--- src/eprom_emu_pkg.sv ---
`default_nettype none

package eprom_emu_pkg;

    ////////////////////////////////////////////////////////////////////////////
    // Widths

    localparam int usb_byte_w   = 8;
    localparam int sram_addr_w  = 18;
    localparam int sram_word_w  = 16;
    localparam int exfil_page_w = 10;
    localparam int word_count_w = 4;

    // One byte on the FT240X FIFO bus
    typedef logic [usb_byte_w-1:0]   usb_byte_t;
    // Target address, also the SRAM address
    typedef logic [sram_addr_w-1:0]  sram_addr_t;
    typedef logic [sram_word_w-1:0]  sram_word_t;
    // Address bits 17:8 of the watched page
    typedef logic [exfil_page_w-1:0] exfil_page_t;
    typedef logic [word_count_w-1:0] word_count_t;

    // Both mode bits are stored as sent, so the two park codes exist
    typedef enum logic [1:0] {
        mode_load   = 2'd0,
        mode_run    = 2'd1,
        mode_park_2 = 2'd2,
        mode_park_3 = 2'd3
    } emu_mode_t;

    ////////////////////////////////////////////////////////////////////////////
    // Host command codes

    localparam usb_byte_t    cmd_nop             = 8'h00;
    localparam usb_byte_t    cmd_reset_addr      = 8'h01;
    // 0001_Xemm: e = exfiltration enable, mm = mode
    localparam logic [3:0]   cmd_set_mode_prefix = 4'h1;
    // 0010_nnnn: write nnnn words, 0 means 16
    localparam logic [3:0]   cmd_write_prefix    = 4'h2;
    // 0100_XXEE: EE = page bits 17:16, next byte gives 15:8
    localparam logic [3:0]   cmd_exfil_prefix    = 4'h4;

endpackage

`default_nettype wire

--- src/emu_config_regs.sv ---
`timescale 1ns/1ns
`default_nettype none

module emu_config_regs (
    input  wire logic                     clk24MHz,
    input  wire logic                     act,
    input  wire eprom_emu_pkg::usb_byte_t  ft240x_din,
    input  wire logic                     mode_we,
    input  wire logic                     exfil_hi_we,
    input  wire logic                     exfil_lo_we,
    output eprom_emu_pkg::emu_mode_t      mode,
    output logic                          exfil_en,
    output eprom_emu_pkg::exfil_page_t    exfil_page
);

    ////////////////////////////////////////////////////////////////////////////
    // Mode and exfiltration enable

    // Byte layout X e m m, both mode bits kept as sent
    always_ff @(posedge clk24MHz or posedge act) begin
        if (act) begin
            mode     <= eprom_emu_pkg::mode_load;
            exfil_en <= 1'b0;
        end else if (mode_we) begin
            mode     <= eprom_emu_pkg::emu_mode_t'(ft240x_din[1:0]);
            exfil_en <= ft240x_din[2];
        end
    end

    ////////////////////////////////////////////////////////////////////////////
    // Exfiltration page

    // Upper two bits arrive with the command byte
    always_ff @(posedge clk24MHz or posedge act) begin
        if (act) begin
            exfil_page[9:8] <= '0;
        end else if (exfil_hi_we) begin
            exfil_page[9:8] <= ft240x_din[1:0];
        end
    end

    // Bits 15:8 of the address, from the following byte
    always_ff @(posedge clk24MHz or posedge act) begin
        if (act) begin
            exfil_page[7:0] <= '0;
        end else if (exfil_lo_we) begin
            exfil_page[7:0] <= ft240x_din;
        end
    end

endmodule

`default_nettype wire

--- src/eprom_emu_top.sv ---
`timescale 1ns/1ns
`default_nettype none

module eprom_emu_top (
    input  wire logic                     clk24MHz,
    input  wire logic                     act,
    // Target side, program strobes kept for pin compatibility
    input  wire logic                     tgt_npgmh,
    input  wire logic                     tgt_npgml,
    input  wire eprom_emu_pkg::sram_addr_t addr_bus,
    input  wire logic                     tgt_nce,
    input  wire logic                     tgt_noel,
    input  wire logic                     tgt_noeh,
    output logic                          target_dbusbuf_en,
    // FT240X FIFO, data bus split into in, out and enable
    input  wire eprom_emu_pkg::usb_byte_t  ft240x_din,
    output eprom_emu_pkg::usb_byte_t      ft240x_dout,
    output logic                          ft240x_doe,
    output logic                          ft240x_nrd,
    output logic                          ft240x_nwr,
    input  wire logic                     ft240x_txe,
    input  wire logic                     ft240x_rxf,
    // SRAM
    output eprom_emu_pkg::sram_addr_t     sram_addr,
    output eprom_emu_pkg::sram_word_t     sram_data_out,
    output logic                          sram_data_oe,
    output logic                          sram_nwe,
    output logic                          sram_noe
);

    // Sequencer strobes
    logic mode_we;
    logic exfil_hi_we;
    logic exfil_lo_we;
    logic addr_clr;
    logic latch_hi;
    logic latch_lo;
    logic write_pulse;
    logic addr_inc;

    // Configuration
    eprom_emu_pkg::emu_mode_t   mode;
    logic                       exfil_en;
    eprom_emu_pkg::exfil_page_t exfil_page;

    ft240x_cmd_fsm u_cmd_fsm (
        .clk24MHz    (clk24MHz),
        .act         (act),
        .ft240x_rxf  (ft240x_rxf),
        .ft240x_din  (ft240x_din),
        .ft240x_nrd  (ft240x_nrd),
        .mode_we     (mode_we),
        .exfil_hi_we (exfil_hi_we),
        .exfil_lo_we (exfil_lo_we),
        .addr_clr    (addr_clr),
        .latch_hi    (latch_hi),
        .latch_lo    (latch_lo),
        .write_pulse (write_pulse),
        .addr_inc    (addr_inc)
    );

    emu_config_regs u_config_regs (
        .clk24MHz    (clk24MHz),
        .act         (act),
        .ft240x_din  (ft240x_din),
        .mode_we     (mode_we),
        .exfil_hi_we (exfil_hi_we),
        .exfil_lo_we (exfil_lo_we),
        .mode        (mode),
        .exfil_en    (exfil_en),
        .exfil_page  (exfil_page)
    );

    sram_load_port u_load_port (
        .clk24MHz      (clk24MHz),
        .act           (act),
        .mode          (mode),
        .addr_bus      (addr_bus),
        .ft240x_din    (ft240x_din),
        .addr_clr      (addr_clr),
        .latch_hi      (latch_hi),
        .latch_lo      (latch_lo),
        .write_pulse   (write_pulse),
        .addr_inc      (addr_inc),
        .sram_addr     (sram_addr),
        .sram_data_out (sram_data_out),
        .sram_data_oe  (sram_data_oe),
        .sram_nwe      (sram_nwe)
    );

    target_bus_router u_bus_router (
        .clk24MHz          (clk24MHz),
        .act               (act),
        .mode              (mode),
        .exfil_en          (exfil_en),
        .exfil_page        (exfil_page),
        .addr_bus          (addr_bus),
        .tgt_nce           (tgt_nce),
        .tgt_noel          (tgt_noel),
        .tgt_noeh          (tgt_noeh),
        .ft240x_txe        (ft240x_txe),
        .target_dbusbuf_en (target_dbusbuf_en),
        .sram_noe          (sram_noe),
        .ft240x_nwr        (ft240x_nwr),
        .ft240x_dout       (ft240x_dout),
        .ft240x_doe        (ft240x_doe)
    );

endmodule

`default_nettype wire

--- src/ft240x_cmd_fsm.sv ---
`timescale 1ns/1ns
`default_nettype none

module ft240x_cmd_fsm (
    input  wire logic                    clk24MHz,
    input  wire logic                    act,
    input  wire logic                    ft240x_rxf,
    input  wire eprom_emu_pkg::usb_byte_t ft240x_din,
    output logic                         ft240x_nrd,
    output logic                         mode_we,
    output logic                         exfil_hi_we,
    output logic                         exfil_lo_we,
    output logic                         addr_clr,
    output logic                         latch_hi,
    output logic                         latch_lo,
    output logic                         write_pulse,
    output logic                         addr_inc
);

    typedef enum logic [3:0] {
        st_precharge,
        st_wait,
        st_pre_read,
        st_decode,
        st_wr_wait_hi,
        st_wr_hi_req,
        st_wr_hi_latch,
        st_wr_wait_lo,
        st_wr_lo_req,
        st_wr_lo_latch,
        st_wr_strobe,
        st_wr_release,
        st_wr_inc,
        st_ex_wait,
        st_ex_pre_read,
        st_ex_latch
    } fsm_state_t;

    fsm_state_t                 state;
    fsm_state_t                 next_state;
    eprom_emu_pkg::word_count_t count;
    logic                       count_load;

    ////////////////////////////////////////////////////////////////////////////
    // Sequencer registers

    always_ff @(posedge clk24MHz or posedge act) begin
        if (act) begin
            state <= st_precharge;
            count <= '0;
        end else begin
            state <= next_state;
            if (count_load) begin
                count <= ft240x_din[3:0];
            end else if (state == st_wr_hi_req) begin
                // Zero wraps to 15, so WRITE 0 moves 16 words
                count <= count - eprom_emu_pkg::word_count_t'(1);
            end
        end
    end

    // RD# low over request and sample cycles, first one covers data-valid delay
    assign ft240x_nrd = !((state == st_pre_read)    || (state == st_decode)      ||
                          (state == st_wr_hi_req)   || (state == st_wr_hi_latch) ||
                          (state == st_wr_lo_req)   || (state == st_wr_lo_latch) ||
                          (state == st_ex_pre_read) || (state == st_ex_latch));

    assign latch_hi    = (state == st_wr_hi_latch);
    assign latch_lo    = (state == st_wr_lo_latch);
    assign write_pulse = (state == st_wr_strobe);
    assign addr_inc    = (state == st_wr_inc);
    assign exfil_lo_we = (state == st_ex_latch);

    ////////////////////////////////////////////////////////////////////////////
    // Next state and command decode

    always_comb begin
        next_state  = state;
        mode_we     = 1'b0;
        exfil_hi_we = 1'b0;
        addr_clr    = 1'b0;
        count_load  = 1'b0;
        case (state)
            // Precharge so a late RXF rise is not taken as a byte
            st_precharge:   next_state = st_wait;
            st_wait:        next_state = ft240x_rxf ? st_wait : st_pre_read;
            st_pre_read:    next_state = st_decode;
            st_decode: begin
                next_state = st_precharge;
                if (ft240x_din == eprom_emu_pkg::cmd_nop) begin
                    next_state = st_precharge;
                end else if (ft240x_din == eprom_emu_pkg::cmd_reset_addr) begin
                    addr_clr = 1'b1;
                end else if (ft240x_din[7:4] == eprom_emu_pkg::cmd_set_mode_prefix) begin
                    mode_we = 1'b1;
                end else if (ft240x_din[7:4] == eprom_emu_pkg::cmd_write_prefix) begin
                    count_load = 1'b1;
                    next_state = st_wr_wait_hi;
                end else if (ft240x_din[7:4] == eprom_emu_pkg::cmd_exfil_prefix) begin
                    // Page bits 17:16 come with the command itself
                    exfil_hi_we = 1'b1;
                    next_state  = st_ex_wait;
                end
                // Anything else is an undefined code, treated as NOP
            end
            // Word transfer, high byte first
            st_wr_wait_hi:  next_state = ft240x_rxf ? st_wr_wait_hi : st_wr_hi_req;
            st_wr_hi_req:   next_state = st_wr_hi_latch;
            st_wr_hi_latch: next_state = st_wr_wait_lo;
            st_wr_wait_lo:  next_state = ft240x_rxf ? st_wr_wait_lo : st_wr_lo_req;
            st_wr_lo_req:   next_state = st_wr_lo_latch;
            st_wr_lo_latch: next_state = st_wr_strobe;
            // WE# goes low one cycle later, in the release state
            st_wr_strobe:   next_state = st_wr_release;
            st_wr_release:  next_state = st_wr_inc;
            st_wr_inc:      next_state = (count != '0) ? st_wr_wait_hi : st_precharge;
            // Second byte of the page command
            st_ex_wait:     next_state = ft240x_rxf ? st_ex_wait : st_ex_pre_read;
            st_ex_pre_read: next_state = st_ex_latch;
            st_ex_latch:    next_state = st_precharge;
            default:        next_state = st_precharge;
        endcase
    end

    // Latch and write strobes belong to distinct steps of a word
    a_word_strobes_onehot : assert property (@(posedge clk24MHz) disable iff (act)
        $onehot0({latch_hi, latch_lo, write_pulse}));

endmodule

`default_nettype wire

--- src/sram_load_port.sv ---
`timescale 1ns/1ns
`default_nettype none

module sram_load_port (
    input  wire logic                     clk24MHz,
    input  wire logic                     act,
    input  wire eprom_emu_pkg::emu_mode_t  mode,
    input  wire eprom_emu_pkg::sram_addr_t addr_bus,
    input  wire eprom_emu_pkg::usb_byte_t  ft240x_din,
    input  wire logic                     addr_clr,
    input  wire logic                     latch_hi,
    input  wire logic                     latch_lo,
    input  wire logic                     write_pulse,
    input  wire logic                     addr_inc,
    output eprom_emu_pkg::sram_addr_t     sram_addr,
    output eprom_emu_pkg::sram_word_t     sram_data_out,
    output logic                          sram_data_oe,
    output logic                          sram_nwe
);

    eprom_emu_pkg::sram_addr_t addr_cnt;
    eprom_emu_pkg::sram_word_t word_latch;
    logic                      load_mode;

    assign load_mode = (mode == eprom_emu_pkg::mode_load);

    // Load address counter, cleared by command, stepped after each word
    always_ff @(posedge clk24MHz or posedge act) begin
        if (act) begin
            addr_cnt <= '0;
        end else if (addr_clr) begin
            addr_cnt <= '0;
        end else if (addr_inc) begin
            addr_cnt <= addr_cnt + eprom_emu_pkg::sram_addr_t'(1);
        end
    end

    // Word assembly, high byte arrives first
    always_ff @(posedge clk24MHz) begin
        if (latch_hi) begin
            word_latch[15:8] <= ft240x_din;
        end
        if (latch_lo) begin
            word_latch[7:0] <= ft240x_din;
        end
    end

    // WE# low for the cycle after the pulse, never outside LOAD
    always_ff @(posedge clk24MHz or posedge act) begin
        if (act) begin
            sram_nwe <= 1'b1;
        end else begin
            sram_nwe <= !(write_pulse && load_mode);
        end
    end

    // Counter owns the SRAM in LOAD, the target owns it otherwise
    assign sram_addr     = load_mode ? addr_cnt : addr_bus;
    assign sram_data_out = word_latch;
    assign sram_data_oe  = load_mode;

    a_nwe_load_only : assert property (@(posedge clk24MHz) disable iff (act)
        !sram_nwe |-> (mode == eprom_emu_pkg::mode_load));

endmodule

`default_nettype wire

--- src/target_bus_router.sv ---
`timescale 1ns/1ns
`default_nettype none

module target_bus_router (
    input  wire logic                      clk24MHz,
    input  wire logic                      act,
    input  wire eprom_emu_pkg::emu_mode_t   mode,
    input  wire logic                      exfil_en,
    input  wire eprom_emu_pkg::exfil_page_t exfil_page,
    input  wire eprom_emu_pkg::sram_addr_t  addr_bus,
    input  wire logic                      tgt_nce,
    input  wire logic                      tgt_noel,
    input  wire logic                      tgt_noeh,
    input  wire logic                      ft240x_txe,
    output logic                           target_dbusbuf_en,
    output logic                           sram_noe,
    output logic                           ft240x_nwr,
    output eprom_emu_pkg::usb_byte_t       ft240x_dout,
    output logic                           ft240x_doe
);

    logic run_mode;
    logic page_hit;

    assign run_mode = (mode == eprom_emu_pkg::mode_run);
    // Target access falls inside the watched 256-word page
    assign page_hit = run_mode && (addr_bus[17:8] == exfil_page);

    // Buffer opens only for a target read cycle in RUN
    assign target_dbusbuf_en = !(run_mode && !tgt_nce && (!tgt_noel || !tgt_noeh));
    assign sram_noe          = !run_mode;

    // No queue, a hit while TX FIFO is full is dropped
    assign ft240x_nwr  = !(exfil_en && !ft240x_txe && page_hit);
    assign ft240x_dout = addr_bus[7:0];
    assign ft240x_doe  = !ft240x_nwr;

    a_nwr_needs_txe : assert property (@(posedge clk24MHz) disable iff (act)
        !ft240x_nwr |-> !ft240x_txe);
    a_buf_run_only : assert property (@(posedge clk24MHz) disable iff (act)
        !target_dbusbuf_en |-> (mode == eprom_emu_pkg::mode_run));

endmodule

`default_nettype wire

--- config.mk ---
export PLATFORM = sky130hd
export DESIGN_NAME = eprom_emu_top
export DESIGN_NICKNAME = d
export VERILOG_FILES = /design/src/eprom_emu_pkg.sv /design/src/emu_config_regs.sv /design/src/eprom_emu_top.sv /design/src/ft240x_cmd_fsm.sv /design/src/sram_load_port.sv /design/src/target_bus_router.sv
export SDC_FILE = /design/constraint.sdc
export NUM_CORES = 1
export LEC_CHECK = 0
export ABC_AREA = 1
export BUFFER_PORTS_ARGS = -buffer_cell sky130_fd_sc_hd__clkbuf_2
export CAP_MARGIN = 10
export CELL_PAD_IN_SITES_DETAIL_PLACEMENT = 1
export CELL_PAD_IN_SITES_GLOBAL_PLACEMENT = 1
export CORE_AREA = 2 2 114 94
export DETAILED_ROUTE_END_ITERATION = 7
export DIE_AREA = 0 0 116 96
export GPL_ROUTABILITY_DRIVEN = 0
export GPL_TIMING_DRIVEN = 0
export PLACE_DENSITY_LB_ADDON = 0.1
export SYNTH_ARGS = -nofsm -noshare
export SYNTH_HDL_FRONTEND = slang
export SYNTH_HIERARCHICAL = 1
export SYNTH_SLANG_ARGS = --single-unit
--- constraint.sdc ---
create_clock -name clk24MHz -period 1.7 [get_ports clk24MHz]
set_input_delay 0.085 -clock clk24MHz [delete_from_list [all_inputs] [get_ports clk24MHz]]
set_output_delay 0.085 -clock clk24MHz [all_outputs]
set_load 0.05 [all_outputs]
==> metrics <==
Starting Density 0.330; DR iter-0 viols ~130; IO Pins 84; area grow syn2layout 46.6%; mux cell area share after synthesis 0.0239; Hold Path Class in2reg; DIE HEIGHT around 96 um; via/cell ratio 4.68; Crit. End Element output pin; largest net degree at the start of global routing 20; core box area 9990 um2; skew final 4.47 ps; Synth Area in Simple Gates 0.336; CP Buf/Inv Count 3; Nets 601; Synth Warn # 6; Main synth FF type dfrtp_1; total CTS buffers 5; design area 4830 um2; clk buf depth 2; Hold Startpoint ft240x_din[4]; worst-case vdd ir drop 1.42 mV; Die W 116 um; Pwr Density slightly below 2000 nW/um2; initial antenna violation count 0; TritonCTS clock tree yes; Relative slew margins 0.454; Slew @ Worst Pin 818 ps; vias 3,299; synth top area cells dfrtp_1 (30%), nand2_1 (15%), edfxtp_1 (15%), inv_1 (6.7%), nor2_1 (6.0%); Worst Path Arrival 1700 ps; final wirelength 10,900 um; global-route usage over all layers 0.193; Async SR Flop Fraction 0.714; Core Util, Final 0.483; Clock Pin Slew Worst Setup and Hold Paths 70 ps; CP top delay family buffers and inverters; Cells after Synth 438; Clk Tree Root Cell clkbuf_16; min Tclk post-route 1790 ps; fmax between 0.5 and 0.6 GHz; crit share post-route 1.05; Filler Cells Inserted about 1,300; Post-synth EDFFs 16; clk_lat worst skew 290 ps; Synth area leader dfrtp_1; # rows 33; area share of the largest cell type after synthesis 0.296; PnR worst setup slack -85.4 ps; CP Class reg2out; die area 11,100 um2; Max Cap Viol 0; failing checks setup timing; Post-Place Worst Slack -424 ps; global-route wire length before repair 16,700 um; WL per Instance 15.5 um; vias in the first global route roughly 3,300; TritonCTS Sinks between 50 and 60; cells along the critical path nor2_4, buf_12, buf_4, mux2_4, buf_8; CP max FO 7; Finish-stage setup viols 9; ANT cells 0; Slowest cell on crit path dfrtp_1; area share of fa/ha/maj cells after synthesis 0.00760; Multi-input gate area 1690 um2; WHS Endpoint u_load_port/sram_data_out[12]$_DFFE_PP_; CP required 1620 ps; Leak 2.41 nW; DP Area roughly 3900 um2; status finished, violations left; H-Tree Depth 2; synthesis-stage register bit count 56; I/O Buffers 81; slowest stage delay, CP 430 ps; max-slew violations 0; Synth Area in XOR/XNOR 0.0186; crit start category register; post-synthesis average cell area 7.52 um2; Post-Syn Area 3290 um2; DRC viols 0; register area share after synthesis 0.450; DR pass1 iterations 4; Reg2Reg Setup Slack -30 ps; total power between 9 and 10 mW; Detail Placement HPWL 7760 um; RSZ-0062 raised after global routing true; Congestion Overflow GR 0; post-route ant nets 0; share of layout cells above drive strength 1 0.375; r2r startpoint u_cmd_fsm/state[3]$_DFF_PP0_; synth unique cells 33; Placed Cells 659; hold depth 1; Reg area 1490 um2; Critical R2R Capture u_load_port/addr_cnt[15]$_DFFE_PP0P_; fin cells approximately 700; worst-case reg-to-reg path depth 13; post-synth net total 475; Final Hold Fails 0; Compound-Gate Fraction of Synth Area 0.0581; largest family of logic cells by synthesized area simple AND/OR/NAND/NOR gates
per-layer routing:
metal | vias up | track usage | part of all wire
met3 | 4 | 0.0271 | 0.044
met1 | 1587 | 0.282 | 0.50
met4 | 0 | 0.0308 | 0.0047
li1 | 1628 | - | -
met2 | 80 | 0.311 | 0.45
met5 | - | 0 | 0
state kept, by name (all words and copies together) (netlist names):
signal,count
u_cmd_fsm/count,4
u_cmd_fsm/state,4
u_config_regs/exfil_en,1
u_config_regs/exfil_page,10
u_config_regs/mode,2
u_load_port/addr_cnt,18
u_load_port/sram_data_out,16
u_load_port/sram_nwe,1
cells in the mapped netlist (2+ instances only):
cell type and n:
buf_2 4, edfxtp_1 16, xnor2_1 4, nor4_1 2, o21ai_0 7, nor3_1 10
nor2_1 53, inv_1 59, a31oi_1 2, nand3_1 28, nand4_1 5, a21oi_1 22
nand2_1 132, nor2_2 9, mux2_2 7, nor2_4 5, nand2_2 3, ha_1 2
buf_4 9, inv_2 6, dfrtp_1 39, xor2_1 3
where the power goes:
part	switching [mW]	internal, mW	total, mW
Combinational	3.56	2.62	6.18
Clock	0.521	0.561	1.08
Sequential	0.284	1.73	2.02
Total	4.37	4.92	9.28
area by class of cell:
type,count,area share
Sequential cell,56,0.308
Tap cell,140,0.0363
Buffer,15,0.0332
Clock buffer,5,0.0259
Multi-Input combinational cell,303,0.351
Inverter,65,0.0516
Timing Repair Buffer,118,0.189
Clock inverter,3,0.00570
how the worst max path moves through the flow:
| stage | from | to | slack (ps) | cells after the start |
|---|---|---|---|---|
| 2_1_floorplan | u_config_regs/mode[1]$_DFFE_PP0P_ | sram_addr[10] | -80 | 4 |
| 3_3_place_gp | u_config_regs/mode[0]$_DFFE_PP0P_ | sram_addr[8] | -410 | 5 |
| 3_5_place_dp | u_config_regs/mode[0]$_DFFE_PP0P_ | sram_addr[8] | -420 | 5 |
| 4_1_cts | u_config_regs/mode[0]$_DFFE_PP0P_ | sram_addr[17] | -70 | 4 |
| 5_1_grt | u_cmd_fsm/state[3]$_DFF_PP0_ | u_load_port/addr_cnt[15]$_DFFE_PP0P_ | -130 | 13 |
| 6_report | u_config_regs/mode[0]$_DFFE_PP0P_ | sram_addr[16] | -90 | 5 |
cell families after synthesis:
family | after synthesis
multiplexers | 7
adder cells (fa/ha/maj) | 2
XOR/XNOR | 7
buffers and inverters | 80
AO/OA/AOI/OAI | 35
AND/OR/NAND/NOR | 251
flip-flops | 56
per-stage QoR:
stage / hold WS (ps) / setup TNS (ps)
global placement: 111 / -13200
floorplan: -99.3 / -621
detailed placement: 105 / -14110
CTS: 27.0 / -410
finish: 29.2 / -499
global route: 28.2 / -1820
cells in the final DEF, fill, tap and decap left out, drive strengths merged, types with 3 or more instances in the layout:
cell type  count
nand2        136
buf           71
nor2          69
clkbuf        66
inv           66
dfrtp         39
nand3         29
a21oi         22
edfxtp        16
nor3          10
o21ai          8
mux2           7
nand4          5
xnor2          4
xor2           3
what timing repair did:
action,in CTS,in global routing
setup buffers,15,21
endpoints found under the hold margin,27,0
gates resized for setup,78,71
pin swaps,4,14
gates cloned,1,1
hold buffers,1,0
setup endpoints to repair,56,38
No activity file was read; power rests on OpenSTA's default activity.
